### src/logic/llc_pkg.sv
package llc_pkg;

  // cache slice geometry
  localparam int NUM_WAYS   = 2;
  localparam int NUM_SETS   = 8;
  localparam int NUM_BLOCKS = 4;  // words per line

  // bus and field widths
  localparam int DATA_W = 32;
  localparam int ADDR_W = 32;
  localparam int BLK_W  = 2;      // block offset inside a line
  localparam int SET_W  = 3;
  localparam int WAY_W  = 1;

  // operation carried by a descriptor
  typedef enum logic [1:0] {
    OP_READ,                      // read hit, block 0
    OP_WRITE,                     // write hit, block 0
    OP_EVICT,                     // write back whole line, then read block 0
    OP_FLUSH                      // destroyed in the eviction unit
  } desc_op_e;

  // eviction unit states
  typedef enum logic [1:0] {
    EV_IDLE,                      // ready for a new descriptor
    EV_EVICT,                     // array reads and AXI writes in flight
    EV_RESP,                      // all writes out, waiting for B responses
    EV_SEND                       // pass descriptor on or drop a flush
  } evict_state_e;

  // who owns the data array in a given cycle
  typedef enum logic {
    REQ_EVICT,
    REQ_HIT
  } requester_e;

  // descriptor as it travels through the slice
  typedef struct packed {
    desc_op_e           op;
    logic [WAY_W-1:0]   way;
    logic [SET_W-1:0]   set;
    logic [ADDR_W-1:0]  line_addr;  // line aligned memory address
    logic [DATA_W-1:0]  wdata;      // payload for OP_WRITE
  } desc_t;

endpackage

### src/logic/way_if.sv
`timescale 1ns/1ps

// one access channel to the data array
// a request is taken when req and gnt are both high, read data follows one cycle later
interface way_if import llc_pkg::*; ();

  logic              req;     // access request
  logic              we;      // write enable, else read
  logic [WAY_W-1:0]  way;
  logic [SET_W-1:0]  set;
  logic [BLK_W-1:0]  blk;     // word inside the line
  logic [DATA_W-1:0] wdata;
  logic              gnt;     // request taken this cycle
  logic              rvalid;  // read data valid, no back-pressure
  logic [DATA_W-1:0] rdata;

  modport requester (
    output req, we, way, set, blk, wdata,
    input  gnt, rvalid, rdata
  );

  modport array (
    input  req, we, way, set, blk, wdata,
    output gnt, rvalid, rdata
  );

endinterface

### src/logic/data_way.sv
`timescale 1ns/1ps

module data_way import llc_pkg::*; (
  input logic clk_i,
  input logic arst_n_i,
  way_if.array way_i
);

  logic [DATA_W-1:0] mem_q [NUM_WAYS][NUM_SETS][NUM_BLOCKS];  // line storage
  logic              rvalid_q;
  logic [DATA_W-1:0] rdata_q;

  // single port, never busy
  assign way_i.gnt    = way_i.req;
  assign way_i.rvalid = rvalid_q;
  assign way_i.rdata  = rdata_q;

  always_ff @(posedge clk_i or negedge arst_n_i) begin
    if (!arst_n_i) begin
      // array starts out all zero
      for (int w = 0; w < NUM_WAYS; w++) begin
        for (int s = 0; s < NUM_SETS; s++) begin
          for (int b = 0; b < NUM_BLOCKS; b++) begin
            mem_q[w][s][b] <= '0;
          end
        end
      end
      rvalid_q <= 1'b0;
    end else begin
      rvalid_q <= way_i.req & ~way_i.we;  // read answer next cycle
      if (way_i.req && way_i.we) begin
        mem_q[way_i.way][way_i.set][way_i.blk] <= way_i.wdata;
      end
    end
  end

  // registered read port
  always_ff @(posedge clk_i) begin
    if (way_i.req && !way_i.we) begin
      rdata_q <= mem_q[way_i.way][way_i.set][way_i.blk];
    end
  end

endmodule

### src/logic/evict_unit.sv
`timescale 1ns/1ps

module evict_unit import llc_pkg::*; (
  input  logic              clk_i,
  input  logic              arst_n_i,
  // descriptor in
  input  desc_t             desc_i,
  input  logic              desc_valid_i,
  output logic              desc_ready_o,
  // descriptor out, towards the hit unit
  output desc_t             desc_o,
  output logic              desc_valid_o,
  input  logic              desc_ready_i,
  // data array reads
  way_if.requester          way_o,
  // AXI4-Lite write master
  output logic [ADDR_W-1:0] awaddr_o,
  output logic              awvalid_o,
  input  logic              awready_i,
  output logic [DATA_W-1:0] wdata_o,
  output logic [DATA_W/8-1:0] wstrb_o,
  output logic              wvalid_o,
  input  logic              wready_i,
  input  logic              bvalid_i,
  output logic              bready_o,
  // flush descriptor destroyed
  output logic              flush_done_o
);

  evict_state_e      state_q, state_d;
  desc_t             desc_q;                   // descriptor held by the unit
  logic              take_desc;                // descriptor handshake on the input
  logic              load_cnt;                 // eviction starts, clear the counters
  logic [BLK_W:0]    req_cnt_q;                // array reads issued so far
  logic [BLK_W-1:0]  wr_cnt_q;                 // block being written to memory
  logic [BLK_W-1:0]  resp_cnt_q;               // B responses seen so far
  logic              aw_done_q, w_done_q;      // channel already handshaked for this block
  logic              aw_hs, w_hs, b_hs;
  logic              blk_done;                 // both channels done for the head block
  // line buffer
  logic [DATA_W-1:0] fifo_q [NUM_BLOCKS];
  logic [BLK_W-1:0]  push_ptr_q, pop_ptr_q;
  logic [BLK_W:0]    fifo_cnt_q;
  logic              fifo_empty, fifo_push, fifo_pop;

  assign take_desc = desc_ready_o & desc_valid_i;
  assign load_cnt  = take_desc & (desc_i.op == OP_EVICT);
  assign desc_o    = desc_q;

  // array side, read only, block offset from the request counter
  assign way_o.req   = (state_q == EV_EVICT) & (req_cnt_q != (BLK_W+1)'(NUM_BLOCKS));
  assign way_o.we    = 1'b0;
  assign way_o.way   = desc_q.way;
  assign way_o.set   = desc_q.set;
  assign way_o.blk   = req_cnt_q[BLK_W-1:0];
  assign way_o.wdata = '0;

  // buffer sized for a whole line so read data is always taken
  assign fifo_empty = (fifo_cnt_q == '0);
  assign fifo_push  = way_o.rvalid;
  assign fifo_pop   = blk_done;

  // AW and W raised together per block, each drops on its own handshake
  assign awvalid_o = (state_q == EV_EVICT) & ~fifo_empty & ~aw_done_q;
  assign wvalid_o  = (state_q == EV_EVICT) & ~fifo_empty & ~w_done_q;
  assign awaddr_o  = desc_q.line_addr + {{(ADDR_W-BLK_W-2){1'b0}}, wr_cnt_q, 2'b00};
  assign wdata_o   = fifo_q[pop_ptr_q];
  assign wstrb_o   = '1;                       // full word writes only
  assign bready_o  = (state_q == EV_EVICT) | (state_q == EV_RESP);

  assign aw_hs    = awvalid_o & awready_i;
  assign w_hs     = wvalid_o & wready_i;
  assign b_hs     = bvalid_i & bready_o;       // response code ignored
  assign blk_done = ~fifo_empty & (aw_done_q | aw_hs) & (w_done_q | w_hs);

  always_comb begin
    state_d      = state_q;
    desc_ready_o = 1'b0;
    desc_valid_o = 1'b0;
    flush_done_o = 1'b0;
    case (state_q)
      EV_IDLE: desc_ready_o = 1'b1;
      EV_EVICT: begin
        if (blk_done && wr_cnt_q == BLK_W'(NUM_BLOCKS-1)) state_d = EV_RESP;  // last block out
      end
      EV_RESP: begin
        if (b_hs && resp_cnt_q == BLK_W'(NUM_BLOCKS-1)) state_d = EV_SEND;  // line in memory
      end
      EV_SEND: begin
        if (desc_q.op == OP_FLUSH) begin
          flush_done_o = 1'b1;                 // drop it, never shown downstream
          desc_ready_o = 1'b1;
        end else begin
          desc_valid_o = 1'b1;
          desc_ready_o = desc_ready_i;         // refill as soon as it leaves
        end
        if (desc_ready_o) state_d = EV_IDLE;
      end
      default: state_d = EV_IDLE;
    endcase
    // a new descriptor overrides the idle step
    if (take_desc) state_d = (desc_i.op == OP_EVICT) ? EV_EVICT : EV_SEND;
  end

  always_ff @(posedge clk_i or negedge arst_n_i) begin
    if (!arst_n_i) begin
      state_q    <= EV_IDLE;
      req_cnt_q  <= '0;
      wr_cnt_q   <= '0;
      resp_cnt_q <= '0;
      aw_done_q  <= 1'b0;
      w_done_q   <= 1'b0;
    end else begin
      state_q <= state_d;
      if (load_cnt) begin
        req_cnt_q  <= '0;
        wr_cnt_q   <= '0;
        resp_cnt_q <= '0;
      end else begin
        if (way_o.req && way_o.gnt) req_cnt_q <= req_cnt_q + 1'b1;
        if (blk_done) wr_cnt_q <= wr_cnt_q + 1'b1;
        if (b_hs) resp_cnt_q <= resp_cnt_q + 1'b1;
      end
      // remember which channel is through until the block completes
      if (blk_done) begin
        aw_done_q <= 1'b0;
        w_done_q  <= 1'b0;
      end else begin
        aw_done_q <= aw_done_q | aw_hs;
        w_done_q  <= w_done_q | w_hs;
      end
    end
  end

  always_ff @(posedge clk_i or negedge arst_n_i) begin
    if (!arst_n_i) begin
      push_ptr_q <= '0;
      pop_ptr_q  <= '0;
      fifo_cnt_q <= '0;
    end else begin
      if (fifo_push) push_ptr_q <= push_ptr_q + 1'b1;
      if (fifo_pop) pop_ptr_q <= pop_ptr_q + 1'b1;
      fifo_cnt_q <= fifo_cnt_q + {{BLK_W{1'b0}}, fifo_push} - {{BLK_W{1'b0}}, fifo_pop};
    end
  end

  always_ff @(posedge clk_i) begin
    if (fifo_push) fifo_q[push_ptr_q] <= way_o.rdata;
    if (take_desc) desc_q <= desc_i;
  end

endmodule

### src/logic/hit_unit.sv
`timescale 1ns/1ps

module hit_unit import llc_pkg::*; (
  input  logic              clk_i,
  input  logic              arst_n_i,
  input  desc_t             desc_i,
  input  logic              desc_valid_i,
  output logic              desc_ready_o,
  way_if.requester          way_o,
  output logic [DATA_W-1:0] rd_data_o,
  output logic              rd_valid_o,
  input  logic              rd_ready_i
);

  desc_t             desc_q;
  logic              busy_q;       // access waiting for the array
  logic              rd_valid_q;   // read result pending toward the top
  logic [DATA_W-1:0] rd_hold_q;    // read word kept while the consumer stalls
  logic              is_write;

  assign is_write = (desc_q.op == OP_WRITE);  // read and evict both read block 0

  // one access at a time, a stalled read result blocks new descriptors
  assign desc_ready_o = ~busy_q & ~rd_valid_q;

  assign way_o.req   = busy_q;
  assign way_o.we    = is_write;
  assign way_o.way   = desc_q.way;
  assign way_o.set   = desc_q.set;
  assign way_o.blk   = '0;
  assign way_o.wdata = desc_q.wdata;

  // fresh word straight from the array, held copy afterwards
  assign rd_valid_o = rd_valid_q;
  assign rd_data_o  = way_o.rvalid ? way_o.rdata : rd_hold_q;

  always_ff @(posedge clk_i or negedge arst_n_i) begin
    if (!arst_n_i) begin
      busy_q     <= 1'b0;
      rd_valid_q <= 1'b0;
    end else begin
      if (desc_ready_o && desc_valid_i) busy_q <= 1'b1;
      else if (way_o.gnt) busy_q <= 1'b0;
      if (way_o.gnt && !is_write) rd_valid_q <= 1'b1;  // data shows up next cycle
      else if (rd_ready_i) rd_valid_q <= 1'b0;
    end
  end

  always_ff @(posedge clk_i) begin
    if (desc_ready_o && desc_valid_i) desc_q <= desc_i;
    if (way_o.rvalid) rd_hold_q <= way_o.rdata;
  end

endmodule

### src/logic/llc_evict_top.sv
`timescale 1ns/1ps

module llc_evict_top import llc_pkg::*; (
  input  logic                clk_i,
  input  logic                arst_n_i,
  // descriptor input
  input  desc_op_e            desc_op_i,
  input  logic [WAY_W-1:0]    desc_way_i,
  input  logic [SET_W-1:0]    desc_set_i,
  input  logic [ADDR_W-1:0]   desc_addr_i,
  input  logic [DATA_W-1:0]   desc_wdata_i,
  input  logic                desc_valid_i,
  output logic                desc_ready_o,
  // hit results
  output logic [DATA_W-1:0]   rd_data_o,
  output logic                rd_valid_o,
  input  logic                rd_ready_i,
  output logic                flush_done_o,
  // AXI4-Lite write master
  output logic [ADDR_W-1:0]   awaddr_o,
  output logic                awvalid_o,
  input  logic                awready_i,
  output logic [DATA_W-1:0]   wdata_o,
  output logic [DATA_W/8-1:0] wstrb_o,
  output logic                wvalid_o,
  input  logic                wready_i,
  input  logic                bvalid_i,
  output logic                bready_o
);

  desc_t desc_in;                           // packed top level descriptor
  desc_t ev_desc;                           // eviction unit to hit unit
  logic  ev_valid, ev_ready;

  way_if req_way [2] ();                    // one channel per requester
  way_if arr_way ();                        // arbiter to data array

  assign desc_in = '{op: desc_op_i, way: desc_way_i, set: desc_set_i,
                     line_addr: desc_addr_i, wdata: desc_wdata_i};

  evict_unit evict_unit_i (
    .clk_i        (clk_i),
    .arst_n_i     (arst_n_i),
    .desc_i       (desc_in),
    .desc_valid_i (desc_valid_i),
    .desc_ready_o (desc_ready_o),
    .desc_o       (ev_desc),
    .desc_valid_o (ev_valid),
    .desc_ready_i (ev_ready),
    .way_o        (req_way[REQ_EVICT]),
    .awaddr_o     (awaddr_o),
    .awvalid_o    (awvalid_o),
    .awready_i    (awready_i),
    .wdata_o      (wdata_o),
    .wstrb_o      (wstrb_o),
    .wvalid_o     (wvalid_o),
    .wready_i     (wready_i),
    .bvalid_i     (bvalid_i),
    .bready_o     (bready_o),
    .flush_done_o (flush_done_o)
  );

  hit_unit hit_unit_i (
    .clk_i        (clk_i),
    .arst_n_i     (arst_n_i),
    .desc_i       (ev_desc),
    .desc_valid_i (ev_valid),
    .desc_ready_o (ev_ready),
    .way_o        (req_way[REQ_HIT]),
    .rd_data_o    (rd_data_o),
    .rd_valid_o   (rd_valid_o),
    .rd_ready_i   (rd_ready_i)
  );

  way_arbiter way_arbiter_i (
    .clk_i    (clk_i),
    .arst_n_i (arst_n_i),
    .evict_i  (req_way[REQ_EVICT]),
    .hit_i    (req_way[REQ_HIT]),
    .way_o    (arr_way)
  );

  data_way data_way_i (
    .clk_i    (clk_i),
    .arst_n_i (arst_n_i),
    .way_i    (arr_way)
  );

endmodule

### src/logic/way_arbiter.sv
`timescale 1ns/1ps

module way_arbiter import llc_pkg::*; (
  input logic clk_i,
  input logic arst_n_i,
  way_if.array     evict_i,  // eviction unit side
  way_if.array     hit_i,    // hit unit side
  way_if.requester way_o     // towards the data array
);

  requester_e winner;     // source picked this cycle
  requester_e last_q;     // last source that got the array
  requester_e owner_q;    // source of the access one cycle ago, steers read data

  // round robin, the loser of the last contest goes first
  always_comb begin
    if (evict_i.req && hit_i.req) begin
      winner = (last_q == REQ_EVICT) ? REQ_HIT : REQ_EVICT;
    end else if (hit_i.req) begin
      winner = REQ_HIT;
    end else begin
      winner = REQ_EVICT;
    end
  end

  assign way_o.req   = evict_i.req | hit_i.req;
  assign way_o.we    = (winner == REQ_HIT) ? hit_i.we    : evict_i.we;
  assign way_o.way   = (winner == REQ_HIT) ? hit_i.way   : evict_i.way;
  assign way_o.set   = (winner == REQ_HIT) ? hit_i.set   : evict_i.set;
  assign way_o.blk   = (winner == REQ_HIT) ? hit_i.blk   : evict_i.blk;
  assign way_o.wdata = (winner == REQ_HIT) ? hit_i.wdata : evict_i.wdata;

  // grant only reaches the winner
  assign evict_i.gnt = way_o.gnt & evict_i.req & (winner == REQ_EVICT);
  assign hit_i.gnt   = way_o.gnt & hit_i.req & (winner == REQ_HIT);

  // read data goes back to whoever issued the access
  assign evict_i.rvalid = way_o.rvalid & (owner_q == REQ_EVICT);
  assign hit_i.rvalid   = way_o.rvalid & (owner_q == REQ_HIT);
  assign evict_i.rdata  = way_o.rdata;
  assign hit_i.rdata    = way_o.rdata;

  always_ff @(posedge clk_i or negedge arst_n_i) begin
    if (!arst_n_i) begin
      last_q  <= REQ_HIT;  // eviction wins the first tie
      owner_q <= REQ_EVICT;
    end else begin
      owner_q <= winner;
      if (way_o.req && way_o.gnt) last_q <= winner;
    end
  end

endmodule

### config.mk
export PLATFORM = sky130hd
export DESIGN_NAME = llc_evict_top
export DESIGN_NICKNAME = d
export VERILOG_FILES = /design/src/logic/llc_pkg.sv /design/src/logic/way_if.sv /design/src/logic/data_way.sv /design/src/logic/evict_unit.sv /design/src/logic/hit_unit.sv /design/src/logic/llc_evict_top.sv /design/src/logic/way_arbiter.sv
export SDC_FILE = /design/constraint.sdc
export NUM_CORES = 2
export LEC_CHECK = 0
export ABC_AREA = 1
export BUFFER_PORTS_ARGS = -buffer_cell sky130_fd_sc_hd__buf_2
export CAP_MARGIN = 20
export CORE_MARGIN = 2
export CORE_UTILIZATION = 53
export DETAILED_ROUTE_END_ITERATION = 12
export GPL_TIMING_DRIVEN = 0
export PLACE_DENSITY = 0.69
export SYNTH_ARGS = -nofsm -noshare
export SYNTH_HDL_FRONTEND = slang
export SYNTH_SLANG_ARGS = --single-unit
export TNS_END_PERCENT = 100
### constraint.sdc
create_clock -name clk_i -period 14.7 [get_ports clk_i]
set_clock_uncertainty 0.05 [all_clocks]
set_input_delay 2.94 -clock clk_i [delete_from_list [all_inputs] [get_ports clk_i]]
set_output_delay 2.94 -clock clk_i [all_outputs]
set_load 0.01 [all_outputs]
==> impl_metrics.csv <==
group,metric,value,unit
power_and_ir_drop,vdd_drop_max,0.000147,V
place,placed_area,0.104,mm²
power_and_ir_drop,pwr-share-seq,0.347,
logic_synthesis,yosysWarningCount,0,
critical_path,critPathMaxStageDelay,0.41,ns
timing,slew_viol_final,0,
drt,firstDrtPassIters,8,
power_and_ir_drop,p_sw,0.00855,W
global_route,grt_pass1_vias,76000,
critical_path,crit_cells,13,
critical_path,critPathRequiredTime,11.71,ns
layout,flow.area_growth_from_synthesis,13.5,%
critical_path,cp-endpoint,"awaddr_o[28]",
floorplan,io_pins,183,
timing,setup_viol_count_final,0,
timing,max_freq,0.148,GHz
drt,avgViaCountPerCell,5.34,
critical_path,r2r_cells,17,
logic_synthesis,synth_area_leaders,"dfrtp_1 (52%), nand2_1 (16%), edfxtp_1 (8.1%)",
clocking,cts_sinks,2371,
floorplan,die_h,436,µm
logic_synthesis,synth_ff_type,"dfrtp_1",
worst_hold_path,hold_path.class,"register to register",
layout,fin_nets,12300,
global_route,grt_pass1_wl,499000,µm
logic_synthesis,avgSynthCellArea,8.44,µm²
global_route,grt.overflow.total,0,
drt,wl,343000,µm
drt,drtIter0Drc,9449,
layout,final_cell_count_no_fill,14900,
floorplan,num_rows,158,
drt,drc,0,
critical_path,crit_type,"register to output pin",
logic_synthesis,yosys-top-cells-count,"nand2_1 (4,086), dfrtp_1 (2,070), clkbuf_1 (1,776)",
layout,nFillCells,16200,
global_route,antenna_found_initial,21,
critical_path,cp_max_fo,4,
critical_path,cp_top_family,"simple AND/OR/NAND/NOR gates",
job,cap_viol_max_count,0,
critical_path,end_kind,"output pin",
clocking,cts_buffer_depth,3,
critical_path,reg2reg_slack,9.02,ns
power_and_ir_drop,power,0.0209,W
logic_synthesis,synth_cell_types,44,
power_and_ir_drop,combPwrFrac,0.346,
drt,ant_nets,0,
place,hpwlAfterDp,240000,µm
worst_hold_path,holdCritStartpoint,"evict_unit_i.desc_o[11]",
floorplan,core,0.185,mm²
logic_synthesis,synth_cells,11700,
timing,tightest_slew,1.31,ns
power_and_ir_drop,p_leak,55.4,nW
floorplan,dieArea,0.190,mm²
clocking,ctsResizeCount,0,
clocking,cts_hold_buf,0,
critical_path,critPathLaunch,"evict_unit_i.wr_cnt_q[0]",
global_route,gr-usage-all-layers,0.361,
critical_path,start_kind,"register",
clocking,cts-root-buf,"clkbuf_16",
critical_path,reg2reg_to,"data_way_i.way_i.rdata[11]",
floorplan,start_util,0.533,
clocking,cts_buffers,238,
global_route,grt_max_degree,176,
critical_path,r2r-start,"evict_unit_i.req_cnt_q[1]",
place,io_buffers,178,
timing,tns,0,ns
power_and_ir_drop,switching_share,0.410,
logic_synthesis,async_flop_share,0.873,
outcome,outcome,"finished, final reports clean",
clocking,clk_pin_slew,0.06,ns
critical_path,slowest_stage,"dfrtp_1",
layout,fin_util,0.605,
layout,multi_input_area,0.0262,mm²
timing,hold_viol_final,0,
clocking,insertion_delay,0.92,ns
power_and_ir_drop,p_clk_frac,0.308,
place,dpl.cell_count,14400,
power_and_ir_drop,powerDensity,186,mW/mm²
drt,routedWlPerCell,23.1,µm
logic_synthesis,yosysSeqAreaShare,0.612,
logic_synthesis,ys_ff_latch,2371,
critical_path,arrival,3.76,ns
timing,period_share,0.459,
place,gp_congestion,0.995,
logic_synthesis,synthDominantCellAreaShare,0.524,
logic_synthesis,netlist_area,0.0989,mm²
clocking,cts_tree,"yes",
layout,seq_area,0.0605,mm²
timing,slew_headroom,0.129,
layout,final_cell_area,0.112,mm²
clocking,post-cts-setup-buffers,0,
logic_synthesis,yosysTopAreaCell,"dfrtp_1",
timing,rsz0062_at_grt,"no",
power_and_ir_drop,p_int,0.0123,W
logic_synthesis,synth_edf_count,268,
critical_path,worstPathCellList,"ha_1, inv_1, fa_1, nor2_1, nand3_1, nor2_1, nand2_1, inv_1, nand3_1, nor3_1, nand2_1, xor2_1, buf_2",
timing,min_period,6.75,ns
logic_synthesis,synth_most_common_cell,"nand2_1",
critical_path,critPathBufInv,3,
drt,dr_total_vias,79400,
floorplan,die_w,436,µm
layout,drive_above_1_share,0.0799,
clocking,htreeDepth,4,
[worst register-to-register path, cell delays in order, from the launching register on]
cell	delay [ns]
dfrtp_1	0.45
inv_1	0.27
ha_1	0.21
nand2_1	0.10
nand3_4	0.12
nand3_1	0.77
nand2_2	0.93
buf_2	0.57
buf_2	0.53
nand2_1	0.09
nand3_1	0.12
nand2_1	0.07
nand2_1	0.11
nand2_1	0.11
nor2_1	0.23
nor2_1	0.08
nor2_1	0.30
nand2_1	0.26
[layout by cell type (no fill, tap or decap), types with 55 or more instances in the layout]
cell type / n
buf_2: 435
clkbuf_1: 1821
clkbuf_16: 242
clkinv_2: 55
dfrtp_1: 2070
edfxtp_1: 268
inv_1: 1063
nand2_1: 4086
nand3_1: 609
nor2_1: 396
o21ai_0: 782
o21ai_1: 74
[worst min path at each step]
stage	end	slack [ns]	cells after the start
3_5_place_dp	hit_unit_i.way_o.wdata[11]	0.36	0
3_3_place_gp	hit_unit_i.way_o.wdata[31]	0.35	0
6_report	hit_unit_i.way_o.wdata[11]	0.36	0
4_1_cts	hit_unit_i.way_o.wdata[11]	0.37	0
5_1_grt	hit_unit_i.way_o.wdata[21]	0.37	0
2_1_floorplan	hit_unit_i.way_o.wdata[0]	0.35	0
[metal layers]
layer | up-vias | share of wire | routed length (µm) | global-route usage
met1 | 39000 | 0.39 | 135000 | 0.485
met3 | 1032 | 0.11 | 37200 | 0.0954
met2 | 4053 | 0.43 | 148000 | 0.533
met4 | 10 | 0.066 | 22600 | 0.208
met5 | - | 0.00017 | 59 | 0
li1 | 35400 | - | - | -
[power groups by stage]
stage	clock network (W)	logic, W	registers, W
after global placement	0	0.00667	0.00737
after CTS	0.00645	0.00691	0.00723
after global routing	0.00672	0.00745	0.00726
after detailed placement	0	0.00687	0.00735
final	0.00642	0.00721	0.00724
after floorplan	0	0.00334	0.00729
[layout make-up]
type | count | area share
sequential | 2371 | 0.539
multi-input combinational | 6203 | 0.233
buffer | 2075 | 0.0731
clock buffer | 341 | 0.0619
inverter | 1069 | 0.0358
tap | 2480 | 0.0276
timing repair buffer | 225 | 0.0165
clock inverter | 105 | 0.0123
antenna | 11 | 0.000245
[sequential cells by signal, indices dropped and copies added (netlist names), 2 cells and up]
| name | count |
|---|---|
| evict_unit_i.req_cnt_q | 3 |
| evict_unit_i.push_ptr_q | 2 |
| evict_unit_i.state_q | 2 |
| evict_unit_i.pop_ptr_q | 2 |
| hit_unit_i.way_o.set | 3 |
| hit_unit_i.rd_hold_q | 32 |
| evict_unit_i.way_o.set | 3 |
| evict_unit_i.fifo_cnt_q | 3 |
| data_way_i.way_i.rdata | 32 |
| evict_unit_i.resp_cnt_q | 2 |
| evict_unit_i.wr_cnt_q | 2 |
| evict_unit_i.desc_o | 66 |
| evict_unit_i.fifo_q | 128 |
| data_way_i.mem_q | 2048 |
| hit_unit_i.way_o.wdata | 32 |
| hit_unit_i.desc_q | 2 |
[through the flow]
stage          hold WS, ns  worst slack (ns)
2_1_floorplan        0.350              9.34
3_3_place_gp         0.354            -34.88
3_5_place_dp         0.355              8.88
4_1_cts              0.366              7.92
5_1_grt              0.373              7.64
6_report             0.364              7.95
[logic make-up after synthesis]
group,share of synthesized area
AO/OA/AOI/OAI,0.0493
other,0.0000379
flip-flops,0.612
buffers and inverters,0.124
AND/OR/NAND/NOR,0.206
multiplexers,0.00376
XOR/XNOR,0.00301
adder cells (fa/ha/maj),0.00243
No activity file was read; power rests on OpenSTA's default activity.
